<file path="src/common/ring_l2_pkg.sv">
// Ring packet types, packet struct, L2 address union and cache line constants
package ring_l2_pkg;

	// A line is four 32-bit words, moved as one unit on the ring and in the store
	localparam int word_bits = 32;
	localparam int line_words = 4;
	localparam int line_bits = line_words * word_bits;

	// Packet types seen on the ring
	// Only the first three are requests that an L2 bank may claim
	typedef enum logic [1:0]
	{
		pkt_read_shared,
		pkt_write_invalidate,
		pkt_l2_writeback,
		pkt_other
	} packet_type_t;

	// Node view of an address, used by a bank to decide whether a packet is its own
	typedef struct packed
	{
		logic [22:0] tag;
		logic [3:0] set_idx;
		logic bank;
		logic [3:0] offset;
	} l2_node_addr_t;

	// Store view of the same address
	// The line number covers tag, set and bank, so the two banks never share a line
	typedef struct packed
	{
		logic [27:0] line_idx;
		logic [3:0] offset;
	} l2_store_addr_t;

	// One address word, read either by the ring node or by the line store
	typedef union packed
	{
		l2_node_addr_t node;
		l2_store_addr_t store;
	} l2_addr_u;

	// One ring slot
	// A slot with valid low is empty and its other fields carry no meaning
	typedef struct packed
	{
		logic valid;
		packet_type_t packet_type;
		// Set on a reply, so a bank never claims its own or another bank's answer
		logic ack;
		// There is no miss path in this model, a reply always has it clear
		logic l2_miss;
		logic [1:0] dest_core;
		logic cache_type;
		l2_addr_u address;
		logic [line_bits-1:0] data;
	} ring_packet_t;

endpackage

</file>
<file path="src/common/line_store_if.sv">
// Line store access interface with requester, arbiter and store modports
interface line_store_if
	#(parameter int IDX_BITS = 6);

	import ring_l2_pkg::*;

	// Request side, held by the requester until gnt is seen
	logic req;
	logic gnt;
	logic write;
	logic [IDX_BITS-1:0] line_idx;
	logic [line_bits-1:0] wdata;

	// Read return, one cycle after the grant of a read
	logic [line_bits-1:0] rdata;
	logic rvalid;

	// A bank, or the arbiter toward the store
	modport requester
	(
		output req, write, line_idx, wdata,
		input gnt, rdata, rvalid
	);

	// The arbiter facing one bank
	modport arbiter
	(
		input req, write, line_idx, wdata,
		output gnt, rdata, rvalid
	);

	// The memory itself
	modport store
	(
		input req, write, line_idx, wdata,
		output gnt, rdata, rvalid
	);

endinterface

</file>
<file path="src/l2/l2_bank.sv">
// L2 bank ring node with claim logic, one-entry pending request, store FSM and reply insertion
module l2_bank
	#(
		parameter logic BANK_ID = 1'b0,
		parameter int IDX_BITS = 6
	)
	(
		input logic clk,
		input logic rst_n,
		input ring_l2_pkg::ring_packet_t packet_in,
		output logic in_ready,
		output ring_l2_pkg::ring_packet_t packet_out,
		input logic out_ready,
		line_store_if.requester store
	);

	import ring_l2_pkg::*;

	// Life of one claimed request
	typedef enum logic [1:0]
	{
		st_idle,
		st_req,
		st_wait_data,
		st_wait_slot
	} bank_state_t;

	bank_state_t state;
	ring_packet_t pend_pkt;
	ring_packet_t reply_pkt;
	ring_packet_t next_out;
	logic is_request;
	logic claim_hit;
	logic claim;
	logic pend_write;

	// Requests are the three L2 packet types
	// Replies already carry ack and are never claimed again
	always_comb
	begin
		unique case (packet_in.packet_type)
			pkt_read_shared,
			pkt_write_invalidate,
			pkt_l2_writeback:
				is_request = 1'b1;
			default:
				is_request = 1'b0;
		endcase
	end

	assign claim_hit = packet_in.valid && !packet_in.ack && is_request
		&& packet_in.address.node.bank == BANK_ID;

	// The bank takes nothing from upstream while a request is pending,
	// and it passes back-pressure from downstream straight through
	assign in_ready = out_ready && state == st_idle;
	assign claim = claim_hit && in_ready;

	// Store request fields come straight from the pending packet
	assign pend_write = pend_pkt.packet_type == pkt_l2_writeback;
	assign store.req = state == st_req;
	assign store.write = pend_write;
	assign store.line_idx = pend_pkt.address.store.line_idx[IDX_BITS-1:0];
	assign store.wdata = pend_pkt.data;

	// Control FSM
	always_ff @(posedge clk)
	begin
		if (!rst_n)
			state <= st_idle;
		else
		begin
			unique case (state)
				st_idle:
					if (claim)
						state <= st_req;

				st_req:
				begin
					// A writeback is finished once the store has taken it
					if (store.gnt)
						state <= pend_write ? st_idle : st_wait_data;
				end

				st_wait_data:
					if (store.rvalid)
						state <= st_wait_slot;

				st_wait_slot:
					if (out_ready)
						state <= st_idle;

				default:
					state <= st_idle;
			endcase
		end
	end

	// Pending entry, header from the claim and line data from the store read
	always_ff @(posedge clk)
	begin
		if (claim)
			pend_pkt <= packet_in;
		else if (state == st_wait_data && store.rvalid)
			pend_pkt.data <= store.rdata;
	end

	// The reply keeps type, core, cache type and address of the request
	always_comb
	begin
		reply_pkt = pend_pkt;
		reply_pkt.valid = 1'b1;
		reply_pkt.ack = 1'b1;
		reply_pkt.l2_miss = 1'b0;
	end

	// Next content of the ring slot
	// No upstream packet is accepted outside idle, so the slot is free for the reply
	always_comb
	begin
		next_out = packet_in;
		if (state != st_idle || claim_hit)
			next_out.valid = 1'b0;
		if (state == st_wait_slot)
			next_out = reply_pkt;
	end

	// Output slot register, held while downstream is not ready
	always_ff @(posedge clk)
	begin
		if (!rst_n)
			packet_out.valid <= 1'b0;
		else if (out_ready)
			packet_out <= next_out;
	end

endmodule

</file>
<file path="src/flat_wrapper.sv">
// flat-port wrapper written by rule: the top's interface ports become plain ports
module l2_bank_flat import ring_l2_pkg::*;
#(
		parameter logic BANK_ID = 1'b0,
		parameter int IDX_BITS = 6
	)
  (clk, rst_n, packet_in, in_ready, packet_out, out_ready, store_req, store_write, store_line_idx, store_wdata, store_gnt, store_rdata, store_rvalid);
  line_store_if #(.IDX_BITS(IDX_BITS)) store_i ();
  input logic clk;
  input logic rst_n;
  input ring_l2_pkg::ring_packet_t packet_in;
  output logic in_ready;
  output ring_l2_pkg::ring_packet_t packet_out;
  input logic out_ready;
  output wire logic [$bits(store_i.req)-1:0] store_req;
  output wire logic [$bits(store_i.write)-1:0] store_write;
  output wire logic [$bits(store_i.line_idx)-1:0] store_line_idx;
  output wire logic [$bits(store_i.wdata)-1:0] store_wdata;
  input wire logic [$bits(store_i.gnt)-1:0] store_gnt;
  input wire logic [$bits(store_i.rdata)-1:0] store_rdata;
  input wire logic [$bits(store_i.rvalid)-1:0] store_rvalid;
  assign store_req = store_i.req;
  assign store_write = store_i.write;
  assign store_line_idx = store_i.line_idx;
  assign store_wdata = store_i.wdata;
  assign store_i.gnt = store_gnt;
  assign store_i.rdata = store_rdata;
  assign store_i.rvalid = store_rvalid;
  l2_bank #(.BANK_ID(BANK_ID), .IDX_BITS(IDX_BITS)) u_core (.clk(clk), .rst_n(rst_n), .packet_in(packet_in), .in_ready(in_ready), .packet_out(packet_out), .out_ready(out_ready), .store(store_i));
endmodule
</file>
<file path="config.mk">
export PLATFORM = sky130hd
export DESIGN_NAME = l2_bank_flat
export DESIGN_NICKNAME = d
export VERILOG_FILES = /design/src/common/ring_l2_pkg.sv /design/src/common/line_store_if.sv /design/src/l2/l2_bank.sv /design/src/flat_wrapper.sv
export SDC_FILE = /design/constraint.sdc
export NUM_CORES = 1
export LEC_CHECK = 0
export BUFFER_PORTS_ARGS = -buffer_cell sky130_fd_sc_hd__buf_2
export CELL_PAD_IN_SITES_DETAIL_PLACEMENT = 0
export CELL_PAD_IN_SITES_GLOBAL_PLACEMENT = 1
export CORE_AREA = 2 2 236 238
export DETAILED_ROUTE_END_ITERATION = 10
export DIE_AREA = 0 0 238 240
export PLACE_DENSITY_LB_ADDON = 0.05
export RECOVER_POWER = 25
export SLEW_MARGIN = 40
export SYNTH_ARGS = -nofsm -noshare
export SYNTH_HDL_FRONTEND = slang
export SYNTH_SLANG_ARGS = --single-unit
</file>
<file path="constraint.sdc">
create_clock -name clk -period 15 [get_ports clk]
set_input_delay 1.5 -clock clk [delete_from_list [all_inputs] [get_ports clk]]
set_output_delay 1.5 -clock clk [all_outputs]
set_load 0.05 [all_outputs]
</file>
==> results.ini <==
[power_and_ir_drop]
power_density_mw_per_mm2 = 117.6
sequentialPowerShare_pct = 47.8
power_frac_clock_pct = 42.8
p_comb_share_pct = 9.4
power_leakage_nw = 7.736
internal_power_w = 0.001690
ir_drop_mv = 0.07047
swShare_pct = 24.26
p_switching_w = 0.0005411

[grt]
grt_start_max_net_pins = 124
antenna_found_initial = 18
track_usage_pct = 16.31
grt_overflow_total = 0
grt_pass1_vias = 9140
grt_pass1_wl_mm = 66.84

[drt]
route.detailed.drc = 0
vias_per_cell = 4.242
antenna_left = 0
drt_pass1_iterations = 4
wl_mm = 48.88
drt_iter0_drc = 347
num_vias = 8717
wire_per_inst_um = 23.78

[synthesis]
yosysSeqAreaShare_pct = 66.68
netlist_area_mm2 = 0.01504
synth_edf_count = 332
synth_top_cell_by_area = edfxtp_1
synth_top_area_share_pct = 66.28
synth_cells = 821
synthTopCellsByArea = edfxtp_1 66%, mux2_2 15%, mux2_4 8.7%, buf_4 6.7%, buf_2 0.77%
synth_top_flop_cell = edfxtp_1
syn_area_per_cell_um2 = 18.32
synth_common_cells = 332 x edfxtp_1, 206 x mux2_2, 135 x buf_4
synthArstFlopShare_pct = 0
synth.most_common_cell = edfxtp_1
synth_fp_nets = 1122
synth_warnings = 0
yosys_register_bits = 335
ys_types = 21

[die]
die_area_mm2 = 0.05712
die-height_um = 240
core_area_mm2 = 0.05466
io_pins = 606
die_w_um = 238
fp-row-count = 86
initial_core_util_pct = 27.52

[sta]
final-max-slew-violation-count = 186
slew_headroom_pct = -137.9
whs_ns = 0.5435
setup_tns_ns = 0
setup_violations = 0
post-route-min-period_ns = 6.644
clock.fmax_mhz = 150.5
rsz0062_at_grt = false
finClkSkew_ns = 0.01702
worst_pin_slew_ns = 3.569
finalCritPeriodShare_pct = 44.29
hold_viol_final = 0

[layout]
syn2layout_area_growth_pct = 26.15
layout-drive-gt1-share_pct = 67.53
nNetsFinal = 1614
fillers = 5444

[setup_path]
r2r_setup_slack_ns = 8.36
worst_setup_path_start_kind = flop
worstPathArrival_ns = 6.94
crit_path_end_kind = flop
crit_fanout = 59
crit_type = flop to flop
critical_path_required_ns = 15.30

[status]
status = complete, but fails checks
violations = capacitance limit, slew limit

[place]
numPortBuffers = 605
gp_congestion = 0.7902
dp_hpwl_mm = 35.13

[clock_tree]
numCtsBuffers = 44
postCtsSetupRepairBufs = 0
cts_resized = 0
cts_tree = yes
cts_max_level = 2
clock_latency_ns = 0.56
cts_sinks = 335
ctsHoldBuffers = 0
cts-root-buf = clkbuf_16
clockBufferDepth = 3
path_clk_slew_ns = 0.06

[run]
drv_cap = 4

[min_path]
hp-class = flop to flop

-- per-stage QoR --
step	std cells	utilization, %	worst slack (ns)	instance area, µm²	total power, W
global route	2051	34.69	7.726	18960	0.002321
CTS	2050	34.97	11.39	19110	0.002277
detailed placement	1971	32.64	10.99	17840	0.001302
finish	2055	34.71	8.356	18970	0.002231
global placement	1971	32.59	10.96	17810	0.001301
floorplan	821	-	9.152	15040	0.001231
-- state kept, by name, summed over array words and instances (netlist names), named ones only --
signal,count
u_core.store.wdata,128
u_core.pend_pkt,31
u_core.packet_out,168
u_core.store.line_idx,6
u_core.state,1
-- critical path, stage by stage (launching register included) --
cell and delay (ns):
dfxtp_1 0.38, nand2_1 2.13, clkbuf_1 2.63, buf_6 0.73, mux2_2 0.42
-- power by group through the flow --
stage               combinational, W  clock, W  sequential (W)
floorplan                  0.0000979         0         0.00113
global placement            0.000216         0         0.00109
detailed placement          0.000217         0         0.00109
CTS                         0.000217  0.000993         0.00107
global route                0.000223   0.00103         0.00107
finish                      0.000210  0.000955         0.00107
-- routing by layer --
metal | global-route usage, % | part of all wire (%) | wire length [µm]
met1 | 17.64 | 37 | 17850
met2 | 28.28 | 50 | 24560
met3 | 7.887 | 10 | 5117
met4 | 4.716 | 2.4 | 1177
met5 | 0 | 0.35 | 173
-- final cells by class --
class / count / area [µm²] / share of cell area, %
flip-flops and latches: 335 / 10030 / 52.86
multi-input cells: 315 / 3686 / 19.43
repair buffers: 614 / 3079 / 16.23
clock buffers: 60 / 1182 / 6.232
well taps: 704 / 880.8 / 4.643
clock inverters: 19 / 91.34 / 0.4814
diodes: 5 / 12.51 / 0.06595
inverters: 3 / 11.26 / 0.05935
-- placed cells by master, fill, tap and decap left out, drive strengths merged, types with 5 or more instances in the layout --
master	count
buf	583
edfxtp	332
mux2	293
clkbuf	91
clkinv	17
diode	5
inv	5
-- cells by family (layout without fill, tap and decap cells) --
family / after synthesis / count (layout) / share of synthesized area, %
mux: 293 / 293 / 24.11
simple gates: 15 / 15 / 0.5990
compound gates: 7 / 7 / 0.3328
buf+inv: 171 / 696 / 8.277
other cells: 0 / 5 / 0
flops: 335 / 335 / 66.68
-- final timing paths --
| kind | start | endpoint | depth (start not counted) |
|---|---|---|---|
| min reg2reg | u_core.pend_pkt[139]$_DFFE_PP_ | u_core.packet_out[139]$_DFFE_PP_ | 1 |
| min | u_core.pend_pkt[139]$_DFFE_PP_ | u_core.packet_out[139]$_DFFE_PP_ | 1 |
| max reg2reg | u_core.state[0]$_SDFFE_PN0P_ | u_core.packet_out[82]$_DFFE_PP_ | 4 |
| max | u_core.state[0]$_SDFFE_PN0P_ | u_core.packet_out[82]$_DFFE_PP_ | 4 |
(Power assumes the default switching activity.)
