<file path="src/common/ring_l2_pkg.sv">
// Ring packet types, packet struct, L2 address union and cache line constants
package ring_l2_pkg;

	// A line is four 32-bit words, moved as one unit on the ring and in the store
	localparam int word_bits = 32;
	localparam int line_words = 4;
	localparam int line_bits = line_words * word_bits;

	// Packet types seen on the ring
	// Only the first three are requests that an L2 bank may claim
	typedef enum logic [1:0]
	{
		pkt_read_shared,
		pkt_write_invalidate,
		pkt_l2_writeback,
		pkt_other
	} packet_type_t;

	// Node view of an address, used by a bank to decide whether a packet is its own
	typedef struct packed
	{
		logic [22:0] tag;
		logic [3:0] set_idx;
		logic bank;
		logic [3:0] offset;
	} l2_node_addr_t;

	// Store view of the same address
	// The line number covers tag, set and bank, so the two banks never share a line
	typedef struct packed
	{
		logic [27:0] line_idx;
		logic [3:0] offset;
	} l2_store_addr_t;

	// One address word, read either by the ring node or by the line store
	typedef union packed
	{
		l2_node_addr_t node;
		l2_store_addr_t store;
	} l2_addr_u;

	// One ring slot
	// A slot with valid low is empty and its other fields carry no meaning
	typedef struct packed
	{
		logic valid;
		packet_type_t packet_type;
		// Set on a reply, so a bank never claims its own or another bank's answer
		logic ack;
		// There is no miss path in this model, a reply always has it clear
		logic l2_miss;
		logic [1:0] dest_core;
		logic cache_type;
		l2_addr_u address;
		logic [line_bits-1:0] data;
	} ring_packet_t;

endpackage

</file>
<file path="src/common/line_store_if.sv">
// Line store access interface with requester, arbiter and store modports
interface line_store_if
	#(parameter int IDX_BITS = 6);

	import ring_l2_pkg::*;

	// Request side, held by the requester until gnt is seen
	logic req;
	logic gnt;
	logic write;
	logic [IDX_BITS-1:0] line_idx;
	logic [line_bits-1:0] wdata;

	// Read return, one cycle after the grant of a read
	logic [line_bits-1:0] rdata;
	logic rvalid;

	// A bank, or the arbiter toward the store
	modport requester
	(
		output req, write, line_idx, wdata,
		input gnt, rdata, rvalid
	);

	// The arbiter facing one bank
	modport arbiter
	(
		input req, write, line_idx, wdata,
		output gnt, rdata, rvalid
	);

	// The memory itself
	modport store
	(
		input req, write, line_idx, wdata,
		output gnt, rdata, rvalid
	);

endinterface

</file>
<file path="src/l2/l2_store_arbiter.sv">
// Round-robin arbiter sharing one line store between two banks, with read return steering
module l2_store_arbiter
	#(parameter int IDX_BITS = 6)
	(
		input logic clk,
		input logic rst_n,
		line_store_if.arbiter bank0,
		line_store_if.arbiter bank1,
		line_store_if.requester store
	);

	// Index of the bank that wins this cycle, and the one that won last time
	logic sel;
	logic last_sel;
	// Bank that wins when both ask
	logic prio;
	logic [IDX_BITS-1:0] mux_idx;
	logic granted;

	// A lone requester always wins, the priority bit only breaks ties
	assign sel = (bank0.req && bank1.req) ? prio : bank1.req;

	// Forward the winner to the store
	assign mux_idx = sel ? bank1.line_idx : bank0.line_idx;
	assign store.req = bank0.req || bank1.req;
	assign store.write = sel ? bank1.write : bank0.write;
	assign store.line_idx = mux_idx;
	assign store.wdata = sel ? bank1.wdata : bank0.wdata;

	// The grant goes back only to the winner, and only if the store took it
	assign granted = store.req && store.gnt;
	assign bank0.gnt = granted && !sel;
	assign bank1.gnt = granted && sel;

	// Read data returns one cycle after its grant
	// The registered winner says which bank it belongs to
	assign bank0.rvalid = store.rvalid && !last_sel;
	assign bank1.rvalid = store.rvalid && last_sel;
	assign bank0.rdata = last_sel ? '0 : store.rdata;
	assign bank1.rdata = last_sel ? store.rdata : '0;

	always_ff @(posedge clk)
	begin
		if (!rst_n)
		begin
			prio <= 1'b0;
			last_sel <= 1'b0;
		end
		else if (granted)
		begin
			// Priority passes to the bank that was not served
			prio <= !sel;
			last_sel <= sel;
		end
	end

endmodule

</file>
<file path="src/flat_wrapper.sv">
// flat-port wrapper written by rule: the top's interface ports become plain ports
module l2_store_arbiter_flat 
#(parameter int IDX_BITS = 6)
  (clk, rst_n, bank0_req, bank0_write, bank0_line_idx, bank0_wdata, bank0_gnt, bank0_rdata, bank0_rvalid, bank1_req, bank1_write, bank1_line_idx, bank1_wdata, bank1_gnt, bank1_rdata, bank1_rvalid, store_req, store_write, store_line_idx, store_wdata, store_gnt, store_rdata, store_rvalid);
  line_store_if #(.IDX_BITS(IDX_BITS)) bank0_i ();
  line_store_if #(.IDX_BITS(IDX_BITS)) bank1_i ();
  line_store_if #(.IDX_BITS(IDX_BITS)) store_i ();
  input logic clk;
  input logic rst_n;
  input wire logic [$bits(bank0_i.req)-1:0] bank0_req;
  input wire logic [$bits(bank0_i.write)-1:0] bank0_write;
  input wire logic [$bits(bank0_i.line_idx)-1:0] bank0_line_idx;
  input wire logic [$bits(bank0_i.wdata)-1:0] bank0_wdata;
  output wire logic [$bits(bank0_i.gnt)-1:0] bank0_gnt;
  output wire logic [$bits(bank0_i.rdata)-1:0] bank0_rdata;
  output wire logic [$bits(bank0_i.rvalid)-1:0] bank0_rvalid;
  input wire logic [$bits(bank1_i.req)-1:0] bank1_req;
  input wire logic [$bits(bank1_i.write)-1:0] bank1_write;
  input wire logic [$bits(bank1_i.line_idx)-1:0] bank1_line_idx;
  input wire logic [$bits(bank1_i.wdata)-1:0] bank1_wdata;
  output wire logic [$bits(bank1_i.gnt)-1:0] bank1_gnt;
  output wire logic [$bits(bank1_i.rdata)-1:0] bank1_rdata;
  output wire logic [$bits(bank1_i.rvalid)-1:0] bank1_rvalid;
  output wire logic [$bits(store_i.req)-1:0] store_req;
  output wire logic [$bits(store_i.write)-1:0] store_write;
  output wire logic [$bits(store_i.line_idx)-1:0] store_line_idx;
  output wire logic [$bits(store_i.wdata)-1:0] store_wdata;
  input wire logic [$bits(store_i.gnt)-1:0] store_gnt;
  input wire logic [$bits(store_i.rdata)-1:0] store_rdata;
  input wire logic [$bits(store_i.rvalid)-1:0] store_rvalid;
  assign bank0_i.req = bank0_req;
  assign bank0_i.write = bank0_write;
  assign bank0_i.line_idx = bank0_line_idx;
  assign bank0_i.wdata = bank0_wdata;
  assign bank0_gnt = bank0_i.gnt;
  assign bank0_rdata = bank0_i.rdata;
  assign bank0_rvalid = bank0_i.rvalid;
  assign bank1_i.req = bank1_req;
  assign bank1_i.write = bank1_write;
  assign bank1_i.line_idx = bank1_line_idx;
  assign bank1_i.wdata = bank1_wdata;
  assign bank1_gnt = bank1_i.gnt;
  assign bank1_rdata = bank1_i.rdata;
  assign bank1_rvalid = bank1_i.rvalid;
  assign store_req = store_i.req;
  assign store_write = store_i.write;
  assign store_line_idx = store_i.line_idx;
  assign store_wdata = store_i.wdata;
  assign store_i.gnt = store_gnt;
  assign store_i.rdata = store_rdata;
  assign store_i.rvalid = store_rvalid;
  l2_store_arbiter #(.IDX_BITS(IDX_BITS)) u_core (.clk(clk), .rst_n(rst_n), .bank0(bank0_i), .bank1(bank1_i), .store(store_i));
endmodule
</file>
<file path="config.mk">
export PLATFORM = sky130hd
export DESIGN_NAME = l2_store_arbiter_flat
export DESIGN_NICKNAME = d
export VERILOG_FILES = /design/src/common/ring_l2_pkg.sv /design/src/common/line_store_if.sv /design/src/l2/l2_store_arbiter.sv /design/src/flat_wrapper.sv
export SDC_FILE = /design/constraint.sdc
export NUM_CORES = 1
export LEC_CHECK = 0
export BUFFER_PORTS_ARGS = -buffer_cell sky130_fd_sc_hd__buf_2
export CORE_AREA = 2 2 312 314
export DETAILED_ROUTE_END_ITERATION = 10
export DIE_AREA = 0 0 314 316
export GPL_ROUTABILITY_DRIVEN = 0
export GPL_TIMING_DRIVEN = 0
export HOLD_SLACK_MARGIN = 0.06
export SETUP_SLACK_MARGIN = 0.02
export SYNTH_ARGS = -nofsm -noshare
export SYNTH_HDL_FRONTEND = slang
export SYNTH_SLANG_ARGS = --single-unit
</file>
<file path="constraint.sdc">
create_clock -name clk -period 2.3 [get_ports clk]
set_clock_uncertainty 0.1 [all_clocks]
set_input_delay 0.46 -clock clk [delete_from_list [all_inputs] [get_ports clk]]
set_output_delay 0.46 -clock clk [all_outputs]
set_load 0.005 [all_outputs]
</file>
==> impl_metrics.json, run 1 <==
{
  "status": "completed",
  "final_antenna_net_count": 0,
  "synth-simple-area-share_pct": 45.23,
  "syn_area_um2": 3646,
  "wirelength_met1_um": 29490,
  "wl_met2_um": 33130,
  "synth_top_family_by_area": "multiplexers",
  "place_ws_ns": -1.023,
  "ir_drop_mv": 0.1630,
  "grt-ovfl-total": 0,
  "drt_iter0_drc": 240,
  "synth_seq_cells": 2,
  "row_count": 114,
  "antenna_found_initial": 112,
  "rsz0062_at_grt": "true",
  "cts_tree": "yes",
  "finalMaxSlewViolations": 0,
  "placed_area_um2": 9244,
  "tightest_slew_ns": 0.6266,
  "hold_path_class": "in -> reg",
  "place_inst": 2524,
  "dp_hpwl_um": 66280,
  "crit_path_start_kind": "register",
  "htree_levels": 1,
  "p_total_mw": 2.366,
  "wl_um": 71340,
  "synth_mux_area_share_pct": 46.84,
  "synth.yosys.seq_area_share_pct": 1.098,
  "die_h_um": 316,
  "whs_ns": 0.3786,
  "final_area_um2": 10070,
  "ioPinCount": 800,
  "worstPathRequired_ns": 1.74,
  "worstPathMaxFanout": 5,
  "synth_compound_area_share_pct": 0.7550,
  "cts.path.max_buffers": 2,
  "post-route-util_pct": 10.49,
  "post-route-period-util_pct": 97.89,
  "die_area_um2": 99220,
  "maxCapViolations": 0,
  "finalHoldViolations": 0,
  "remaining_drc_errors": 0,
  "wire_per_inst_um": 27.77,
  "grt_pass1_wl_um": 82860,
  "via_per_inst": 2.852,
  "start_util_pct": 3.798,
  "cts.sinks": 2,
  "ys_types": 18,
  "num_vias": 7327,
  "die_x_um": 314,
  "setup_viol": 0,
  "path_clk_slew_ns": 0.03,
  "finalNetCount": 1671,
  "grt_pass1_vias": 6573,
  "insertion_delay_ns": 0.22,
  "cp-end-kind": "output port",
  "fin_crit_ns": 2.251,
  "core_area_um2": 95990,
  "finalNonFillerCells": 2569,
  "top_layer": "met5",
  "fin_tns_setup_ns": 0,
  "cts_root_buffer": "clkbuf_16",
  "ys_warn_count": 0,
  "clock.fmax_mhz": 444.2,
  "worst-endpoint-arrival_ns": 1.69,
  "power.density_nw_per_um2": 235.0,
  "criticalPathCategory": "reg -> out",
  "p_leak_nw": 5.414,
  "io_buffers": 799,
  "synthAdderAreaFrac_pct": 0,
  "drive_above_1_share_pct": 78.34,
  "timing.slew.headroom_pct": 58.23,
  "track_usage_pct": 13.38,
  "met3_length_um": 5622,
  "area_growth_pct": 176.1,
  "synthXorXnorAreaFrac_pct": 0,
  "synth_nets": 853,
  "setup_ws_ns": 0.04851,
  "syn_area_per_cell_um2": 8.120,
  "dr.pass1.iters": 4,
  "synth_cells": 449,
  "cts_made_buffers": 3,
  "grt_max_degree": 20
}
-- synth_stat cells (all sizes together) --
cell,instances,area share (%)
a21oi,2,0.27
a32oi,1,0.24
nor2,1,0.10
and2,129,22
buf,15,3.1
nor2b,129,22
nand2,2,0.27
clkbuf,28,2.9
dfxtp,2,1.1
or2,1,0.17
mux2,135,47
and3,1,0.17
inv,1,0.10
nand2b,1,0.24
a311oi,1,0.24
-- report_power, final --
part           switching, mW  total, mW  internal (mW)
Sequential          0.000965     0.0384         0.0375
Combinational           1.02       2.07           1.05
Clock                 0.0402      0.261          0.221
-- layout by cell type, fill, tap and decap left out, types with 2 or more instances in the layout --
cell / synthesis / routed
a21oi_1: 2 / 2
and2_1: 129 / 129
buf_12: 0 / 13
buf_16: 0 / 3
buf_2: 9 / 775
buf_4: 0 / 8
buf_6: 6 / 26
buf_8: 0 / 4
clkbuf_1: 28 / 7
clkbuf_16: 0 / 5
clkbuf_2: 0 / 9
clkbuf_4: 0 / 7
diode_2: 0 / 28
mux2_2: 85 / 76
mux2_4: 50 / 59
nand2_8: 0 / 2
nor2b_1: 129 / 129
-- critical path, stage by stage, from the launching register on --
cell and delay, ns:
dfxtp_2 0.31, nand2b_4 0.17, nand2_8 0.11, buf_12 0.14, buf_8 0.11, clkbuf_16 0.16, mux2_2 0.33, buf_2 0.13
-- kinds of logic after synthesis --
group	after synthesis
AOI/OAI and AO/OA	4
buffers and inverters	44
DFF	2
muxes	135
and+or+nand+nor	264
-- state kept, by name, summed over array words and instances, names as in the netlist --
name and count:
u_core.prio 1, u_core.last_sel 1
-- path summary, 6_finish.rpt --
check | startpoint | endpoint | slack [ns] | depth (start not counted)
min | rst_n | u_core.last_sel | 0.38 | 3
min reg2reg | u_core.prio | u_core.prio | 0.45 | 2
max reg2reg | u_core.last_sel | u_core.last_sel | 0.92 | 5
max | u_core.prio | store_wdata[54] | 0.05 | 7
-- routing by layer --
metal | up-vias | global-route usage, %
met4 | 44 | 3.371
met3 | 204 | 3.358
met1 | 3306 | 16.72
met2 | 645 | 22.87
li1 | 3128 | -
met5 | - | 0
-- layout make-up --
cell class                 instances  area (um^2)
clock buffer                       3        75.07
fill                           11200        85930
sequential                         2        41.29
timing repair buffer             813         4408
inverter                           1        3.754
multi-input combinational        404         3457
buffer                            42        414.1
tap                             1276         1597
antenna                           28        70.07
-- repair_timing --
action	in CTS	in global routing
pin swaps	1	0
endpoints found under the hold margin	0	0
buffers inserted	10	1
hold buffers	0	0
resized for setup	102	30
cloned	7	1
endpoints found under the setup margin	344	62
Power figures use the tool's default switching activity.
==> run 2, diff against run 1 <==
- MAX_ROUTING_LAYER: unset -> met4
==> impl_metrics.json, run 2 (same netlist as run 1, synthesis figures left out) <==
{
  "wire_per_inst_um": 27.58,
  "worstPathMaxFanout": 5,
  "power.density_nw_per_um2": 234.2,
  "reg.largest.list": "u_core.last_sel x1, u_core.prio x1",
  "crit_buf_inv": 4,
  "grt-ovfl-total": 0,
  "critPathMaxStageDelay_ns": 0.33,
  "p_leak_nw": 5.414,
  "wl_um": 71300,
  "via_per_inst": 2.821,
  "path_clk_slew_ns": 0.03,
  "htree_levels": 1,
  "io_buffers": 799,
  "finalMaxSlewViolations": 0,
  "critical_path.top_delay_family": "buffers and inverters",
  "cts_made_buffers": 3,
  "drt_iter0_drc": 279,
  "area_growth_pct": 177.2,
  "timing.slew.headroom_pct": 58.63,
  "setup_viol": 0,
  "die_h_um": 316,
  "fillers": 11190,
  "hold_path_class": "in -> reg",
  "dp_hpwl_um": 66280,
  "dr.pass1.iters": 4,
  "die_x_um": 314,
  "power_frac_seq_pct": 1.6,
  "rsz0062_at_grt": "true",
  "clock.fmax_mhz": 443.8,
  "multiInputGateArea_um2": 3457,
  "cts_root_buffer": "clkbuf_16",
  "maxCapViolations": 0,
  "pwr-share-comb_pct": 87.4,
  "final_antenna_net_count": 0,
  "layout_common_cells": "buf_2 (775), nor2b_1 (129), and2_1 (129), mux2_2 (76), mux2_4 (59)",
  "post-route-period-util_pct": 97.97,
  "post-route-util_pct": 10.53,
  "ioPinCount": 800,
  "layout_commonest_cell": "buf_2",
  "crit_path_start_kind": "register",
  "worst-endpoint-arrival_ns": 1.69,
  "grt_max_degree": 20,
  "num_vias": 7291,
  "criticalPathCategory": "reg -> out",
  "seqCellArea_um2": 41.29,
  "status": "completed",
  "finalNonFillerCells": 2585,
  "cts.sinks": 2,
  "path_cells": "nand2b_4 > nand2_8 > buf_12 > buf_8 > clkbuf_16 > mux2_2 > buf_2",
  "remaining_drc_errors": 0,
  "grt_pass1_vias": 6569,
  "power_frac_clock_pct": 11.0,
  "track_usage_pct": 13.81,
  "insertion_delay_ns": 0.22,
  "cts_tree": "yes",
  "finalNetCount": 1671,
  "ir_drop_mv": 0.1621,
  "worstPathRequired_ns": 1.74,
  "drive_above_1_share_pct": 78.34,
  "die_area_um2": 99220,
  "antenna_found_initial": 121,
  "core_area_um2": 95990,
  "cts.path.max_buffers": 2,
  "p_sw_mw": 1.058,
  "place_inst": 2524,
  "swShare_pct": 44.69,
  "cpMaxStageDelayCell": "mux2_2",
  "fin_crit_ns": 2.253,
  "row_count": 114,
  "tightest_slew_ns": 0.6205,
  "cp-end-kind": "output port",
  "start_util_pct": 3.798,
  "r2r_slack_ns": 0.93,
  "p_int_mw": 1.309,
  "finalHoldViolations": 0,
  "grt_pass1_wl_um": 83000
}
## run 2: cell count changes in the layout (fill, tap and decap cells not counted), sizes merged
| cell | previous run | this run |
|---|---|---|
| diode | 28 | 44 |
## run 2: per-stage QoR
stage               total power, mW  hold WS, ns   TNS [ns]  instance area (um^2)  setup slack [ns]
floorplan                    0.6891       0.3598          0                  3646            0.4693
global placement              1.925       0.3886    -239.00                  9241            -1.572
detailed placement            1.933       0.4005    -122.88                  9244            -1.023
CTS                           2.397       0.3765          0                  9953          0.004483
global route                  2.519       0.4067  -0.009511                 10080         -0.009511
finish                        2.366       0.3770          0                 10110           0.04667
## run 2: what timing repair did
| action | CTS | global route |
|---|---|---|
| endpoints found under the setup margin | 344 | 60 |
| pin swaps | 1 | 0 |
| cloned | 7 | 1 |
| hold buffers | 0 | 0 |
| setup buffers | 10 | 1 |
| resized for setup | 102 | 30 |
## run 2: cell type report
class | count | share of cell area, %
repair buffers | 813 | 43.62
multi-input cells | 404 | 34.21
well taps | 1276 | 15.80
plain buffers | 42 | 4.098
diodes | 44 | 1.090
clock buffers | 3 | 0.7429
flip-flops and latches | 2 | 0.4086
inverters | 1 | 0.03714
## run 2: worst reg2reg max path, stage by stage, from the launching register on
cell and delay (ns):
dfxtp_1 0.29, buf_4 0.20, buf_8 0.26, clkbuf_4 0.29
a32oi_1 0.09, nor2_1 0.09
## run 2: worst paths after layout
check,startpoint,endpoint,cells after the start
setup / recovery,u_core.prio,store_wdata[54],7
hold / removal,rst_n,u_core.last_sel,3
setup reg to reg,u_core.last_sel,u_core.last_sel,5
hold reg to reg,u_core.prio,u_core.prio,2
## run 2: power by group through the flow
stage	sequential, mW	clock, mW	combinational, mW
floorplan	0.0386	0	0.651
global placement	0.0389	0	1.89
detailed placement	0.0388	0	1.89
CTS	0.0383	0.264	2.09
global route	0.0387	0.270	2.21
finish	0.0384	0.260	2.07
## run 2: layer usage
metal	global-route usage [%]	vias up	wire (um)
met5	-	-	0
met4	3.371	0	2635
met3	3.594	156	6053
met2	22.83	651	33180
met1	16.65	3327	29430
li1	-	3157	-
==> run 3, diff against run 2 <==
- CELL_PAD_IN_SITES_DETAIL_PLACEMENT: unset -> 2
- CELL_PAD_IN_SITES_GLOBAL_PLACEMENT: unset -> 2
- CORE_AREA: 2 2 312 314 -> 2 2 310 312
- DIE_AREA: 0 0 314 316 -> 0 0 312 314
- PLACE_DENSITY_LB_ADDON: unset -> 0.1
==> impl_metrics.json, run 3 (same netlist as run 1, synthesis figures left out) <==
{
  "status": "completed",
  "cts_hold_buffers": 0,
  "reg.largest.list": "u_core.last_sel x1, u_core.prio x1",
  "power.density_nw_per_um2": 217.2,
  "cts_made_buffers": 3,
  "setup_viol": 0,
  "antenna_found_initial": 7,
  "htree_levels": 1,
  "row_count": 113,
  "pwr-share-comb_pct": 85.9,
  "worstPathMaxFanout": 10,
  "final_antenna_net_count": 0,
  "core_area_um2": 94450,
  "fin_tns_setup_ns": 0,
  "swShare_pct": 40.74,
  "finalHoldViolations": 0,
  "finalNonFillerCells": 2525,
  "worstPathRequired_ns": 1.74,
  "power_frac_clock_pct": 12.2,
  "p_int_mw": 1.258,
  "cp-end-kind": "output port",
  "critPathMaxStageDelay_ns": 0.34,
  "post-route-period-util_pct": 98.44,
  "ir_drop_mv": 0.1354,
  "tightest_slew_ns": 0.5864,
  "io_buffers": 799,
  "remaining_drc_errors": 0,
  "p_leak_nw": 5.290,
  "worst-endpoint-arrival_ns": 1.70,
  "grt_max_degree": 11,
  "ioPinCount": 800,
  "clock.fmax_mhz": 441.7,
  "layout_common_cells": "buf_2 (772), nor2b_1 (129), and2_1 (127), mux2_2 (85), mux2_4 (50)",
  "layout_commonest_cell": "buf_2",
  "cts_tree": "yes",
  "cts.path.max_buffers": 2,
  "wl_um": 47180,
  "path_cells": "nand2b_4 > nand2_8 > buf_12 > buf_8 > mux2_4 > buf_2",
  "maxCapViolations": 0,
  "cts.sinks": 2,
  "drive_above_1_share_pct": 78.66,
  "grt-ovfl-total": 0,
  "place_inst": 2513,
  "start_util_pct": 3.860,
  "fillers": 11460,
  "hold_path_class": "in -> reg",
  "p_sw_uw": 864.4,
  "rsz0062_at_grt": "true",
  "final_area_um2": 9769,
  "track_usage_pct": 9.265,
  "crit_buf_inv": 3,
  "dr.pass1.iters": 6,
  "grt_pass1_wl_um": 61730,
  "path_clk_slew_ns": 0.03,
  "grt_pass1_vias": 7646,
  "via_per_inst": 2.633,
  "cts_root_buffer": "clkbuf_16",
  "crit_path_start_kind": "register",
  "finalNetCount": 1662,
  "whs_ns": 0.3853,
  "area_growth_pct": 167.9,
  "die_x_um": 312,
  "die_area_um2": 97970,
  "timing.slew.headroom_pct": 60.91,
  "post-route-util_pct": 10.34,
  "num_vias": 6648,
  "fin_crit_ns": 2.264,
  "placed_area_um2": 9228,
  "critical_path.top_delay_family": "buffers and inverters",
  "power_frac_seq_pct": 1.8,
  "wire_per_inst_um": 18.68,
  "drt_iter0_drc": 125,
  "dp_hpwl_um": 43220,
  "die_h_um": 314,
  "criticalPathCategory": "reg -> out",
  "finalMaxSlewViolations": 0,
  "insertion_delay_ns": 0.22,
  "cpMaxStageDelayCell": "mux2_4"
}
run 3: cell types whose count changed in the layout (fill, tap and decap cells not counted), moves of 4 or more:
cell,previous run,this run
clkbuf_1,7,3
mux2_4,59,50
clkbuf_8,1,5
diode_2,44,4
buf_12,13,4
mux2_2,76,85
run 3: power groups by stage:
stage          Combinational (mW)  Sequential (mW)  Clock [mW]
2_1_floorplan               0.651           0.0386           0
3_3_place_gp                 1.79           0.0401           0
3_5_place_dp                 1.78           0.0400           0
4_1_cts                      1.89           0.0396       0.266
5_1_grt                      2.00           0.0397       0.272
6_report                     1.82           0.0392       0.260
run 3: layout make-up:
cell class	instances	area, um^2	share of cell area [%]
Tap cell	1265	1583	16.20
Clock buffer	3	75.07	0.7684
Antenna cell	4	10.01	0.1025
Timing Repair Buffer	803	4213	43.12
Multi-Input combinational cell	404	3417	34.98
Buffer	43	426.7	4.367
Inverter	1	3.754	0.03842
Sequential cell	2	41.29	0.4226
run 3: path summary, 6_finish.rpt:
path         slack (ns)  cells past startpoint       startpoint          endpoint
max reg2reg        0.91                      5  u_core.last_sel   u_core.last_sel
max                0.04                      6      u_core.prio  store_wdata[111]
min reg2reg        0.45                      2      u_core.prio       u_core.prio
min                0.39                      3            rst_n   u_core.last_sel
run 3: layer usage:
layer	track usage [%]	vias up	routed length, um
li1	-	3093	-
met1	8.373	3100	15450
met2	18.78	435	27140
met3	2.727	20	3727
met4	1.967	0	856
met5	-	-	0
run 3: repair_timing:
action	CTS	global route
cloned	2	0
buffers inserted	3	0
endpoints found under the setup margin	376	82
resized for setup	92	25
pin swaps	1	0
run 3: metrics by stage:
step           power, mW  setup WS, ns
2_1_floorplan     0.6891        0.4693
3_3_place_gp       1.830        -1.262
3_5_place_dp       1.823        -1.369
4_1_cts            2.197      -0.03566
5_1_grt            2.315      -0.03097
6_report           2.122       0.03589
run 3: worst min-delay path, stage by stage:
cell and delay, ns:
buf_2 0.08, inv_1 0.04, nor2_1 0.09
